===== src/pmt_regs_config.svh =====
`ifndef PMT_REGS_CONFIG_SVH
`define PMT_REGS_CONFIG_SVH

// bus widths
`define PMT_DATA_W      32
`define PMT_ADDR_W      16

// word index inside a page, taken from address bits 8:2
`define PMT_IDX_W       7

// page numbers, address bits 15:9
`define PMT_PAGE_REGS   7'd0
`define PMT_PAGE_INFO   7'd8

// returned for unmapped or misaligned reads
`define PMT_DEAD_WORD   32'h00DEAD00

// five words of four characters, first characters in the top word
`define PMT_VERSION     "PCG1_PMTM_v1.0      "

`endif


===== src/pmt_regs_pkg.sv =====
`include "pmt_regs_config.svh"

package pmt_regs_pkg;

    ////////////////////////////////////////
    // host bus
    ////////////////////////////////////////
    typedef logic [`PMT_DATA_W-1:0] reg_word_t;
    typedef logic [`PMT_ADDR_W-1:0] reg_addr_t;

    // address split into page and word index
    typedef logic [`PMT_IDX_W-1:0] reg_idx_t;
    typedef logic [`PMT_ADDR_W-`PMT_IDX_W-3:0] reg_page_t;

    ////////////////////////////////////////
    // register fields
    ////////////////////////////////////////
    // thresholds and adc offset
    typedef logic [15:0] thre_t;

    // pmt high voltage dac code
    typedef logic [11:0] dac_code_t;

    // event counters from the datapath
    typedef logic [`PMT_DATA_W-1:0] cnt_t;

endpackage


===== src/reg_bank_if.sv =====
`timescale 1ns/1ps

interface reg_bank_if;
    import pmt_regs_pkg::*;

    // write side, one page
    logic      wr_en;
    reg_idx_t  idx;
    reg_word_t wr_data;

    // read side, combinational from the bank
    reg_word_t rd_data;
    logic      hit;

    modport ctrl (output wr_en, idx, wr_data, input rd_data, hit);

    modport bank (input wr_en, idx, wr_data, output rd_data, hit);

    // info page has no writable state
    modport rd_only (input idx, output rd_data, hit);

endinterface


===== src/pmt_reg_ctrl.sv =====
`timescale 1ns/1ps
`include "pmt_regs_config.svh"

module pmt_reg_ctrl (
    input  logic                  clk_i,
    input  logic                  reset_i,
    input  logic                  wr_en_i,
    input  logic                  rd_en_i,
    input  pmt_regs_pkg::reg_addr_t addr_i,
    input  pmt_regs_pkg::reg_word_t wr_data_i,
    output logic                  rd_vld_o,
    output pmt_regs_pkg::reg_word_t rd_data_o,
    reg_bank_if.ctrl              analog_bus,
    reg_bank_if.ctrl              acc_bus,
    reg_bank_if.ctrl              info_bus
);
    import pmt_regs_pkg::*;

    reg_page_t page;
    reg_idx_t  idx;
    logic      aligned;
    logic      in_regs;
    logic      in_info;
    reg_word_t rd_word;
    reg_word_t rd_data_q;
    logic      rd_vld_q;

    ////////////////////////////////////////
    // address decode
    ////////////////////////////////////////
    assign page    = addr_i[`PMT_ADDR_W-1:`PMT_IDX_W+2];
    assign idx     = addr_i[`PMT_IDX_W+1:2];
    assign aligned = (addr_i[1:0] == 2'b00);
    assign in_regs = aligned && (page == `PMT_PAGE_REGS);
    assign in_info = aligned && (page == `PMT_PAGE_INFO);

    // both page 0 banks see the same strobe, each keeps its own indices
    assign analog_bus.wr_en   = wr_en_i && in_regs;
    assign analog_bus.idx     = idx;
    assign analog_bus.wr_data = wr_data_i;
    assign acc_bus.wr_en      = wr_en_i && in_regs;
    assign acc_bus.idx        = idx;
    assign acc_bus.wr_data    = wr_data_i;

    // read only page
    assign info_bus.wr_en   = 1'b0;
    assign info_bus.idx     = idx;
    assign info_bus.wr_data = wr_data_i;

    ////////////////////////////////////////
    // read path
    ////////////////////////////////////////
    always_comb begin
        rd_word = `PMT_DEAD_WORD;
        if (in_regs && analog_bus.hit) begin
            rd_word = analog_bus.rd_data;
        end else if (in_regs && acc_bus.hit) begin
            rd_word = acc_bus.rd_data;
        end else if (in_info && info_bus.hit) begin
            rd_word = info_bus.rd_data;
        end
    end

    always_ff @(posedge clk_i) begin
        if (reset_i) begin
            rd_vld_q <= 1'b0;
        end else begin
            rd_vld_q <= rd_en_i;
        end
    end

    // data holds until the next read
    always_ff @(posedge clk_i) begin
        if (rd_en_i) begin
            rd_data_q <= rd_word;
        end
    end

    assign rd_vld_o  = rd_vld_q;
    assign rd_data_o = rd_data_q;

endmodule


===== src/pmt_analog_regs.sv =====
`timescale 1ns/1ps

module pmt_analog_regs (
    input  logic                    clk_i,
    input  logic                    reset_i,
    reg_bank_if.bank                bus,
    output pmt_regs_pkg::thre_t     adc_offset_o,
    output logic                    adc_offset_en_o,
    output pmt_regs_pkg::dac_code_t dac_data_o,
    output logic                    dac_config_en_o,
    output logic                    bst_vcc_en_o,
    output logic                    pmt_test_en_o
);
    import pmt_regs_pkg::*;

    // word indices in page 0
    localparam reg_idx_t IDX_ADC_OFFSET = 7'd6;
    localparam reg_idx_t IDX_DAC_DATA   = 7'd7;
    localparam reg_idx_t IDX_BST_VCC    = 7'd8;
    localparam reg_idx_t IDX_PMT_TEST   = 7'd9;

    thre_t     adc_offset_q;
    dac_code_t dac_data_q;
    logic      bst_vcc_en_q;
    logic      pmt_test_en_q;
    logic      adc_offset_en_q;
    logic      dac_config_en_q;

    ////////////////////////////////////////
    // write side
    ////////////////////////////////////////
    always_ff @(posedge clk_i) begin
        if (reset_i) begin
            adc_offset_q    <= '0;
            dac_data_q      <= '0;
            bst_vcc_en_q    <= 1'b1;
            pmt_test_en_q   <= 1'b0;
            adc_offset_en_q <= 1'b0;
            dac_config_en_q <= 1'b0;
        end else begin
            // update pulses last one cycle
            adc_offset_en_q <= 1'b0;
            dac_config_en_q <= 1'b0;
            if (bus.wr_en) begin
                case (bus.idx)
                    IDX_ADC_OFFSET: begin
                        adc_offset_q    <= bus.wr_data[15:0];
                        adc_offset_en_q <= 1'b1;
                    end
                    IDX_DAC_DATA: begin
                        dac_data_q      <= bus.wr_data[11:0];
                        dac_config_en_q <= 1'b1;
                    end
                    IDX_BST_VCC:  bst_vcc_en_q  <= bus.wr_data[0];
                    IDX_PMT_TEST: pmt_test_en_q <= bus.wr_data[0];
                    default: ;
                endcase
            end
        end
    end

    // readback, zero extended
    always_comb begin
        bus.hit     = 1'b1;
        bus.rd_data = '0;
        case (bus.idx)
            IDX_ADC_OFFSET: bus.rd_data = reg_word_t'(adc_offset_q);
            IDX_DAC_DATA:   bus.rd_data = reg_word_t'(dac_data_q);
            IDX_BST_VCC:    bus.rd_data = reg_word_t'(bst_vcc_en_q);
            IDX_PMT_TEST:   bus.rd_data = reg_word_t'(pmt_test_en_q);
            default:        bus.hit     = 1'b0;
        endcase
    end

    assign adc_offset_o    = adc_offset_q;
    assign adc_offset_en_o = adc_offset_en_q;
    assign dac_data_o      = dac_data_q;
    assign dac_config_en_o = dac_config_en_q;
    assign bst_vcc_en_o    = bst_vcc_en_q;
    assign pmt_test_en_o   = pmt_test_en_q;

endmodule


===== src/pmt_acc_regs.sv =====
`timescale 1ns/1ps

module pmt_acc_regs (
    input  logic                clk_i,
    input  logic                reset_i,
    reg_bank_if.bank            bus,
    output logic                acc_defect_en_o,
    output pmt_regs_pkg::thre_t pre_acc_curr_thre_o,
    output pmt_regs_pkg::thre_t actu_acc_curr_thre_o,
    output pmt_regs_pkg::thre_t actu_acc_cache_thre_o,
    output logic [2:0]          particle_acc_bypass_o,
    output logic                first_track_ctrl_o
);
    import pmt_regs_pkg::*;

    // word indices in page 0
    localparam reg_idx_t IDX_DEFECT_EN  = 7'd5;
    localparam reg_idx_t IDX_PRE_CURR   = 7'd14;
    localparam reg_idx_t IDX_ACTU_CURR  = 7'd15;
    localparam reg_idx_t IDX_ACTU_CACHE = 7'd16;
    localparam reg_idx_t IDX_BYPASS     = 7'd17;
    localparam reg_idx_t IDX_FIRST_TRK  = 7'd18;

    logic       defect_en_q;
    thre_t      pre_curr_q;
    thre_t      actu_curr_q;
    thre_t      actu_cache_q;
    logic [2:0] bypass_q;
    logic       first_trk_q;

    ////////////////////////////////////////
    // write side
    ////////////////////////////////////////
    always_ff @(posedge clk_i) begin
        if (reset_i) begin
            defect_en_q  <= 1'b0;
            pre_curr_q   <= '0;
            actu_curr_q  <= '0;
            actu_cache_q <= '0;
            bypass_q     <= '0;
            first_trk_q  <= 1'b1;
        end else if (bus.wr_en) begin
            // upper bits dropped
            case (bus.idx)
                IDX_DEFECT_EN:  defect_en_q  <= bus.wr_data[0];
                IDX_PRE_CURR:   pre_curr_q   <= bus.wr_data[15:0];
                IDX_ACTU_CURR:  actu_curr_q  <= bus.wr_data[15:0];
                IDX_ACTU_CACHE: actu_cache_q <= bus.wr_data[15:0];
                IDX_BYPASS:     bypass_q     <= bus.wr_data[2:0];
                IDX_FIRST_TRK:  first_trk_q  <= bus.wr_data[0];
                default: ;
            endcase
        end
    end

    always_comb begin
        bus.hit     = 1'b1;
        bus.rd_data = '0;
        case (bus.idx)
            IDX_DEFECT_EN:  bus.rd_data = reg_word_t'(defect_en_q);
            IDX_PRE_CURR:   bus.rd_data = reg_word_t'(pre_curr_q);
            IDX_ACTU_CURR:  bus.rd_data = reg_word_t'(actu_curr_q);
            IDX_ACTU_CACHE: bus.rd_data = reg_word_t'(actu_cache_q);
            IDX_BYPASS:     bus.rd_data = reg_word_t'(bypass_q);
            IDX_FIRST_TRK:  bus.rd_data = reg_word_t'(first_trk_q);
            default:        bus.hit     = 1'b0;
        endcase
    end

    assign acc_defect_en_o       = defect_en_q;
    assign pre_acc_curr_thre_o   = pre_curr_q;
    assign actu_acc_curr_thre_o  = actu_curr_q;
    assign actu_acc_cache_thre_o = actu_cache_q;
    assign particle_acc_bypass_o = bypass_q;
    assign first_track_ctrl_o    = first_trk_q;

endmodule


===== src/pmt_info_regs.sv =====
`timescale 1ns/1ps
`include "pmt_regs_config.svh"

module pmt_info_regs (
    reg_bank_if.rd_only         bus,
    input pmt_regs_pkg::cnt_t   dbg_acc_flag_cnt_i,
    input pmt_regs_pkg::cnt_t   pre_widen_result_cnt_i,
    input pmt_regs_pkg::cnt_t   curr_widen_result_cnt_i,
    input pmt_regs_pkg::cnt_t   cache_widen_result_cnt_i
);

    localparam int W = `PMT_DATA_W;
    localparam logic [5*W-1:0] VERSION = `PMT_VERSION;

    always_comb begin
        bus.hit     = 1'b1;
        bus.rd_data = '0;
        case (bus.idx)
            // version string, 0x1000 to 0x1010
            7'd0:  bus.rd_data = VERSION[4*W +: W];
            7'd1:  bus.rd_data = VERSION[3*W +: W];
            7'd2:  bus.rd_data = VERSION[2*W +: W];
            7'd3:  bus.rd_data = VERSION[1*W +: W];
            7'd4:  bus.rd_data = VERSION[0*W +: W];
            // event counters, 0x1100 to 0x110c
            7'd64: bus.rd_data = dbg_acc_flag_cnt_i;
            7'd65: bus.rd_data = pre_widen_result_cnt_i;
            7'd66: bus.rd_data = curr_widen_result_cnt_i;
            7'd67: bus.rd_data = cache_widen_result_cnt_i;
            default: bus.hit   = 1'b0;
        endcase
    end

endmodule


===== src/pmt_reg_map.sv =====
`timescale 1ns/1ps

module pmt_reg_map (
    input  logic                    clk_i,
    input  logic                    reset_i,

    // host strobes
    input  logic                    slave_wr_en_i,
    input  logic                    slave_rd_en_i,
    input  pmt_regs_pkg::reg_addr_t slave_addr_i,
    input  pmt_regs_pkg::reg_word_t slave_wr_data_i,
    output logic                    slave_rd_vld_o,
    output pmt_regs_pkg::reg_word_t slave_rd_data_o,

    // datapath counters
    input  pmt_regs_pkg::cnt_t      dbg_acc_flag_cnt_i,
    input  pmt_regs_pkg::cnt_t      pre_widen_result_cnt_i,
    input  pmt_regs_pkg::cnt_t      curr_widen_result_cnt_i,
    input  pmt_regs_pkg::cnt_t      cache_widen_result_cnt_i,

    // analog front end
    output pmt_regs_pkg::thre_t     adc_offset_o,
    output logic                    adc_offset_en_o,
    output pmt_regs_pkg::dac_code_t dac_data_o,
    output logic                    dac_config_en_o,
    output logic                    bst_vcc_en_o,
    output logic                    pmt_test_en_o,

    // particle accumulation
    output logic                    acc_defect_en_o,
    output pmt_regs_pkg::thre_t     pre_acc_curr_thre_o,
    output pmt_regs_pkg::thre_t     actu_acc_curr_thre_o,
    output pmt_regs_pkg::thre_t     actu_acc_cache_thre_o,
    output logic [2:0]              particle_acc_bypass_o,
    output logic                    first_track_ctrl_o
);

    ////////////////////////////////////////
    // bank buses, two on page 0
    ////////////////////////////////////////
    reg_bank_if analog_bus ();
    reg_bank_if acc_bus ();
    reg_bank_if info_bus ();

    pmt_reg_ctrl u_ctrl (
        .clk_i      (clk_i),
        .reset_i    (reset_i),
        .wr_en_i    (slave_wr_en_i),
        .rd_en_i    (slave_rd_en_i),
        .addr_i     (slave_addr_i),
        .wr_data_i  (slave_wr_data_i),
        .rd_vld_o   (slave_rd_vld_o),
        .rd_data_o  (slave_rd_data_o),
        .analog_bus (analog_bus),
        .acc_bus    (acc_bus),
        .info_bus   (info_bus)
    );

    pmt_analog_regs u_analog (
        .clk_i           (clk_i),
        .reset_i         (reset_i),
        .bus             (analog_bus),
        .adc_offset_o    (adc_offset_o),
        .adc_offset_en_o (adc_offset_en_o),
        .dac_data_o      (dac_data_o),
        .dac_config_en_o (dac_config_en_o),
        .bst_vcc_en_o    (bst_vcc_en_o),
        .pmt_test_en_o   (pmt_test_en_o)
    );

    pmt_acc_regs u_acc (
        .clk_i                 (clk_i),
        .reset_i               (reset_i),
        .bus                   (acc_bus),
        .acc_defect_en_o       (acc_defect_en_o),
        .pre_acc_curr_thre_o   (pre_acc_curr_thre_o),
        .actu_acc_curr_thre_o  (actu_acc_curr_thre_o),
        .actu_acc_cache_thre_o (actu_acc_cache_thre_o),
        .particle_acc_bypass_o (particle_acc_bypass_o),
        .first_track_ctrl_o    (first_track_ctrl_o)
    );

    // read only, no clock
    pmt_info_regs u_info (
        .bus                      (info_bus),
        .dbg_acc_flag_cnt_i       (dbg_acc_flag_cnt_i),
        .pre_widen_result_cnt_i   (pre_widen_result_cnt_i),
        .curr_widen_result_cnt_i  (curr_widen_result_cnt_i),
        .cache_widen_result_cnt_i (cache_widen_result_cnt_i)
    );

endmodule


===== config.mk =====
export PLATFORM = sky130hd
export DESIGN_NAME = pmt_reg_map
export DESIGN_NICKNAME = d
export VERILOG_FILES = /design/src/pmt_regs_pkg.sv /design/src/reg_bank_if.sv /design/src/pmt_reg_ctrl.sv /design/src/pmt_analog_regs.sv /design/src/pmt_acc_regs.sv /design/src/pmt_info_regs.sv /design/src/pmt_reg_map.sv
export VERILOG_INCLUDE_DIRS = /design/src
export SDC_FILE = /design/constraint.sdc
export NUM_CORES = 1
export LEC_CHECK = 0
export ABC_AREA = 1
export BUFFER_PORTS_ARGS = -buffer_cell sky130_fd_sc_hd__buf_2
export CORE_MARGIN = 5
export CORE_UTILIZATION = 35
export DETAILED_ROUTE_END_ITERATION = 12
export GPL_ROUTABILITY_DRIVEN = 0
export SYNTH_ARGS = -nofsm -noshare
export SYNTH_HDL_FRONTEND = slang
export SYNTH_SLANG_ARGS = --single-unit

===== constraint.sdc =====
create_clock -name clk_i -period 4.2 [get_ports clk_i]
set_input_delay 0.84 -clock clk_i [delete_from_list [all_inputs] [get_ports clk_i]]
set_output_delay 0.84 -clock clk_i [all_outputs]
set_load 0.005 [all_outputs]

Word level (Yosys, flattened, before mapping):

Index checks and enable logic that the tools add are counted.

* register bits: 118
* latch bits: 0
* bits in writable memories: 0
* memory bits (read-only): 0
* input port bits: 180
* output and inout bits: 118
* logic and storage cells: 68
* memories kept: 0

* add/sub/neg operators: 0
* multiply operators: 0
* div/mod/pow operators: 0
* magnitude comparators: 0
* equality and inequality tests: 19
* shift-type cells: 0
* mux-type cells: 11
* bitwise logic cells: 1
* reductions and logical operators: 23

Operators with widths (count)
* 32-bit case mux with 9 select lines: 1
* 32-bit 2-to-1 mux: 3
* 16-bit case mux with 6 select lines: 1
* 16-bit case mux with 4 select lines: 1
* 7-bit by 4-bit equality test with 1-bit output (second input constant): 5
* 7-bit by 3-bit equality test with 1-bit output (second input constant): 4
* 7-bit equality test (second input constant): 4
* 7-bit by 5-bit equality test with 1-bit output (second input constant): 3
* 2-bit AND reduction: 10
* 7-bit by 2-bit equality test with 1-bit output (second input constant): 2
* 7-bit zero test: 2
* 9-bit OR reduction: 1
* 7-bit by 1-bit equality test with 1-bit output (second input constant): 1
* 1-bit logical AND: 6
* 6-bit OR reduction: 1
* 1-bit 2-to-1 mux: 5
* 4-bit OR reduction: 1
* 2-bit zero test: 1
* 2-bit OR reduction: 1
* 1-bit NOT: 1

Depth between registers and ports, before layout:

* depth in word-level cells: 7
* depth in mapped cells: 12

Cells and area by module:

A second synthesis with hierarchy kept.

* cell total of the unflattened synthesis: 1466
* area total of the unflattened synthesis: 9270.1 µm²

By module, submodules not included
* pmt_reg_ctrl: instances 1, cells an instance 407, area each 3163.0 µm², sequential area each 980.9 µm²
* pmt_acc_regs: instances 1, cells an instance 453, area each 2831.5 µm², sequential area each 1061.0 µm²
* pmt_analog_regs: instances 1, cells an instance 295, area each 1854.3 µm², sequential area each 640.6 µm²
* pmt_info_regs: instances 1, cells an instance 311, area each 1421.4 µm², sequential area each 0.0 µm²

Least setup slack after synthesis:

OpenSTA, ideal clock, no wires.

* path type: input to register
* start: input port slave_addr_i[10]
* end: register u_ctrl.rd_data_q[19], in the netlist u_ctrl.rd_data_o[19], data pin
* arrival time: 1.988 ns
* required time: 3.930 ns
* slack: 1.942 ns
* stages: 7
* path buffers: 1
* cell sequence: nor3_1 nand2_1 nor3b_1 nand2_4 nand3_2 buf_4 nand3_1

* longest elaborated chain between the ends: 6

RTL lines
* start: declaration: line pmt_reg_map.sv:10 `input pmt_regs_pkg::reg_addr_t slave_addr_i,`
* 7-bit by 4-bit equality test with 1-bit output (no line)
* 1-bit logical AND: line pmt_reg_ctrl.sv:35 `` assign in_info = aligned && (page == `PMT_PAGE_INFO); ``
* 1-bit logical AND: line pmt_reg_ctrl.sv:59 `end else if (in_info && info_bus.hit) begin`
* 32-bit 2-to-1 mux: line pmt_reg_ctrl.sv:59
* 32-bit 2-to-1 mux: line pmt_reg_ctrl.sv:57 `end else if (in_regs && acc_bus.hit) begin`
* 32-bit 2-to-1 mux *: line pmt_reg_ctrl.sv:55 `if (in_regs && analog_bus.hit) begin`
* end signal: assignment: line pmt_reg_ctrl.sv:75 `rd_data_q <= rd_word;`
* end: declaration: line pmt_reg_ctrl.sv:25 `reg_word_t rd_data_q;`

Mark *: on every way between the ends. The rest lies on a longest branch, timed or not.
A chain may end at the register's enable or synchronous reset.

Worst setup path after layout:

* start: input port slave_addr_i[7]
* end: register u_ctrl.rd_data_q[19], in the netlist u_ctrl.rd_data_o[19], data pin

* longest elaborated chain between the ends: 7

RTL lines
* 7-bit by 1-bit equality test with 1-bit output (tied with other cells): line pmt_info_regs.sv:18 `case (bus.idx)`
* 9-bit OR reduction (no line)
* 1-bit 2-to-1 mux: line pmt_info_regs.sv:18
* 1-bit logical AND: line pmt_reg_ctrl.sv:59
* 32-bit 2-to-1 mux: line pmt_reg_ctrl.sv:59
* 32-bit 2-to-1 mux: line pmt_reg_ctrl.sv:57
* 32-bit 2-to-1 mux *: line pmt_reg_ctrl.sv:55

Marks and branches as above.

==> qor.csv <==
stage;metric;value;unit
clock_tree;maximum clock path buffer count;2;
floorplan;floorplan row count;48;
placed_design;quantity of I/O buffers inserted on ports;281;
global_routing;Total Routing Usage GR;0.2320;
timing;count of endpoints failing hold in the final timing report;0;
worst_setup_path;type of origin of the critical path;input pin;
clock_tree;Skew-Pair Late Insertion Delay;0.42;ns
worst_setup_path;flop2flop setup slack;2.99;ns
worst_setup_path;Required @ worst endpoint;4.35;ns
synthesis;synthesized flop and latch total;118;
synthesis;area share of the leading cell type in the synthesized netlist;0.2811;
clock_tree;CTS-repair resized insts;0;
synthesis;largest cells by area after synthesis;sky130_fd_sc_hd__dfxtp_1 28%, sky130_fd_sc_hd__edfxtp_1 16%, sky130_fd_sc_hd__nand2_1 15%;
worst_setup_path;highest fanout seen on the critical path;23;
worst_setup_path;worst flop-to-flop path startpoint;u_acc.pre_acc_curr_thre_o[10];
timing;crit path time final;2.755;ns
detailed_routing;Vias per Instance;5.052;
floorplan;number of placed I/O pins;298;
clock_tree;number of buffers inserted by hold repair at cts;0;
synthesis;cell type with the largest total area after synthesis;sky130_fd_sc_hd__dfxtp_1;
synthesis;Seq/Total Area, Yosys;0.4380;
floorplan;vertical die dimension;142.3;um
detailed_routing;routed vias;6865;
timing;final critical-path share of the clock period;0.6559;
power_and_ir_drop;static leakage power;4.012;nW
worst_setup_path;launch point of the worst path;slave_addr_i[7];
timing;Fmax;0.3630;GHz
worst_setup_path;data arrival time at the worst-slack endpoint;2.91;ns
synthesis;Post-Synthesis Cells;854;
synthesis;number of distinct library cells after synthesis;32;
final_layout;area added between synthesis and finish;35.02;%
detailed_routing;average routed wire per standard cell;17.91;um
clock_tree;number of sinks driven by the clock tree;118;
worst_setup_path;worst reg2reg path depth;6;
final_layout;most common cell after layout, fill and taps aside;sky130_fd_sc_hd__buf_2;
timing;Setup-failing EPs final;0;
timing;Worst-Margin Slew;0.8589;ns
timing;headroom to the max-slew limit;0.4268;
worst_setup_path;instance count on the critical path;9;
clock_tree;Root Buffer;sky130_fd_sc_hd__clkbuf_16;
flow_run;max-cap check violation count;0;
worst_setup_path;buffers and inverters on the worst path;2;
final_layout;antenna diode count;0;
floorplan;core outline area;17240;um^2
global_routing;total congestion overflow after global routing;0;
clock_tree;CTS H-tree depth;4;
synthesis;Synth Cell Area;6125;um^2
detailed_routing;number of iterations in the first detailed-routing pass;5;
worst_setup_path;Slowest cell on crit path;sky130_fd_sc_hd__nor2_4;
detailed_routing;Routed WL;24.35;mm
worst_setup_path;Most common cell on crit path;sky130_fd_sc_hd__nand3_2;
power_and_ir_drop;power per cell area;344.4;nW/um^2
worst_setup_path;type of the worst setup path;input pin to register;
clock_tree;CTS tree;yes;
detailed_routing;Antenna Violating Nets Remaining;0;
floorplan;Die Width;142.3;um
worst_setup_path;Max stage delay on crit path;0.49;ns
floorplan;area enclosed by the die boundary;20250;um^2
global_routing;pin count of the biggest net entering global routing;82;
outcome;status;completed;
timing;total negative setup slack;0;ns
clock_tree;setup bufs post-CTS;0;
global_routing;initial antenna violation count;0;
worst_setup_path;worst reg2reg endpoint;u_ctrl.rd_data_o[10];
clock_tree;clock-pin slew reported for the worst setup and hold paths after clock tree synthesis;0.06;ns
power_and_ir_drop;Total Power;2.848;mW
worst_setup_path;Critical Path Sink Type;register;
detailed_routing;count of routing violations after the opening detailed-route iteration;371;
final_layout;share of cells above drive strength 1;0.3228;
worst_setup_path;cell-by-cell trace of the critical path;buf_2, inv_1, nand2_1, nor2_4, o211ai_2, nand3_2, nand2_4, nand3_2, nand3_1;
global_routing;vias in the first global route;6463;
final_layout;top library cells by usage in the layout, fill and taps aside;281 x sky130_fd_sc_hd__buf_2, 245 x sky130_fd_sc_hd__nand2_1, 90 x sky130_fd_sc_hd__a21oi_1;
timing;Post-Route Skew;0.007496;ns
floorplan;starting utilization of the core area;0.3553;
hold_path;Hold WC Path Type;register to register;
clock_tree;TritonCTS buffer count;17;
worst_setup_path;Critical Path End;u_ctrl.rd_data_o[19];
global_routing;wire length of the first global-routing pass;36.15;mm
final_layout;Final Net Count;1301;
detailed_routing;# DRC;0;
synthesis;mean post-synth cell area;7.172;um^2
power_and_ir_drop;IR drop worst, VDD;0.2800;mV
timing;RSZ-0062 raised after global routing;false;
placed_design;total half-perimeter wirelength after legalization and detailed placement;18.51;mm
timing;Final Slew Violations;0;
synthesis;number of nets in the synthesized netlist;1034;
worst_setup_path;Largest delay share family, worst path;simple AND/OR/NAND/NOR gates;
synthesis;yosys warns;0;
==> stage by stage <==
step / area [um^2] / utilization / hold slack, ns / setup slack [ns] / cells
floorplan: 6125 / - / 0.4814 / 1.942 / 854
global placement: 7671 / 0.4450 / 0.4852 / 1.005 / 1327
detailed placement: 7671 / 0.4450 / 0.5110 / 0.9637 / 1327
CTS: 8269 / 0.4797 / 0.5241 / 1.411 / 1359
global route: 8269 / 0.4797 / 0.5619 / 1.251 / 1359
finish: 8269 / 0.4797 / 0.5129 / 1.445 / 1359
==> registers in the layout, summed over array words and instances (netlist names) <==
| signal | count |
|---|---|
| u_analog.dac_data_o | 12 |
| u_acc.actu_acc_curr_thre_o | 16 |
| u_analog.adc_offset_o | 16 |
| u_acc.particle_acc_bypass_o | 3 |
| u_analog.dac_config_en_o | 1 |
| u_ctrl.rd_vld_o | 1 |
| u_acc.first_track_ctrl_o | 1 |
| u_analog.pmt_test_en_o | 1 |
| u_acc.actu_acc_cache_thre_o | 16 |
| u_acc.acc_defect_en_o | 1 |
| u_ctrl.rd_data_o | 32 |
| u_analog.adc_offset_en_o | 1 |
| u_acc.pre_acc_curr_thre_o | 16 |
| u_analog.bst_vcc_en_o | 1 |
==> logic make-up after synthesis <==
kind of cell | share of synthesized area
and+or+nand+nor | 0.3095
DFF | 0.4380
AOI/OAI and AO/OA | 0.1804
buffers and inverters | 0.07211
==> worst min path at each step <==
stage	start	endpoint	slack (ns)	cells after the start
after floorplan	u_analog.bst_vcc_en_o	u_analog.bst_vcc_en_o	0.48	2
after global placement	u_analog.bst_vcc_en_o	u_analog.bst_vcc_en_o	0.49	2
after detailed placement	u_acc.acc_defect_en_o	u_acc.acc_defect_en_o	0.51	2
after CTS	u_acc.acc_defect_en_o	u_acc.acc_defect_en_o	0.52	2
after global routing	u_acc.acc_defect_en_o	u_acc.acc_defect_en_o	0.56	2
final	u_acc.acc_defect_en_o	u_acc.acc_defect_en_o	0.51	2
==> worst min-delay path: cells and delay by family (launching register included) <==
| family | cells | cell delay (ns) |
|---|---|---|
| flops | 1 | 0.34 |
| simple gates | 1 | 0.07 |
| compound gates | 1 | 0.07 |
==> routing by layer <==
metal / vias up / global-route usage / routed length, um
li1: 3399 / - / -
met1: 3107 / 0.2936 / 10170
met2: 327 / 0.3814 / 11200
met3: 32 / 0.06788 / 2428
met4: 0 / 0.07525 / 548
met5: - / 0 / 0
==> area by class of cell <==
| class | instances | area, um^2 |
|---|---|---|
| Clock buffer | 19 | 454.2 |
| Clock inverter | 13 | 143.9 |
| Fill cell | 1793 | 8967 |
| Inverter | 50 | 187.7 |
| Multi-Input combinational cell | 638 | 3000 |
| Sequential cell | 118 | 2683 |
| Tap cell | 225 | 281.5 |
| Timing Repair Buffer | 296 | 1519 |
==> power breakdown <==
group | total, mW | internal (mW) | switching (mW)
clock | 1.48 | 0.914 | 0.567
sequential | 1.19 | 1.18 | 0.00547
combinational | 0.178 | 0.0781 | 0.0997
total | 2.85 | 2.17 | 0.673
==> cell usage after synthesis <==
| cell type | instances |
|---|---|
| sky130_fd_sc_hd__inv_2 | 7 |
| sky130_fd_sc_hd__nand2_4 | 1 |
| sky130_fd_sc_hd__nand3b_1 | 1 |
| sky130_fd_sc_hd__edfxtp_1 | 32 |
| sky130_fd_sc_hd__clkinv_1 | 1 |
| sky130_fd_sc_hd__nand2_2 | 2 |
| sky130_fd_sc_hd__a21oi_1 | 90 |
| sky130_fd_sc_hd__nor2_4 | 4 |
| sky130_fd_sc_hd__a31oi_1 | 3 |
| sky130_fd_sc_hd__nand2_1 | 245 |
| sky130_fd_sc_hd__buf_4 | 8 |
| sky130_fd_sc_hd__a221oi_1 | 2 |
| sky130_fd_sc_hd__o21ai_0 | 83 |
| sky130_fd_sc_hd__inv_1 | 42 |
| sky130_fd_sc_hd__dfxtp_1 | 86 |
| sky130_fd_sc_hd__nor3b_1 | 1 |
| sky130_fd_sc_hd__and3_1 | 7 |
| sky130_fd_sc_hd__nand3_1 | 66 |
| sky130_fd_sc_hd__nand3_2 | 4 |
| sky130_fd_sc_hd__a41oi_2 | 7 |
| sky130_fd_sc_hd__nand4_1 | 7 |
| sky130_fd_sc_hd__nor2_2 | 13 |
| sky130_fd_sc_hd__nor3_1 | 6 |
| sky130_fd_sc_hd__buf_1 | 1 |
| sky130_fd_sc_hd__a22o_1 | 6 |
| sky130_fd_sc_hd__o311ai_0 | 1 |
| sky130_fd_sc_hd__buf_2 | 29 |
| sky130_fd_sc_hd__buf_6 | 1 |
| sky130_fd_sc_hd__nor2_1 | 86 |
| sky130_fd_sc_hd__clkbuf_1 | 9 |
| sky130_fd_sc_hd__a211oi_1 | 2 |
| sky130_fd_sc_hd__o211ai_2 | 1 |
Power figures use the tool's default switching activity.
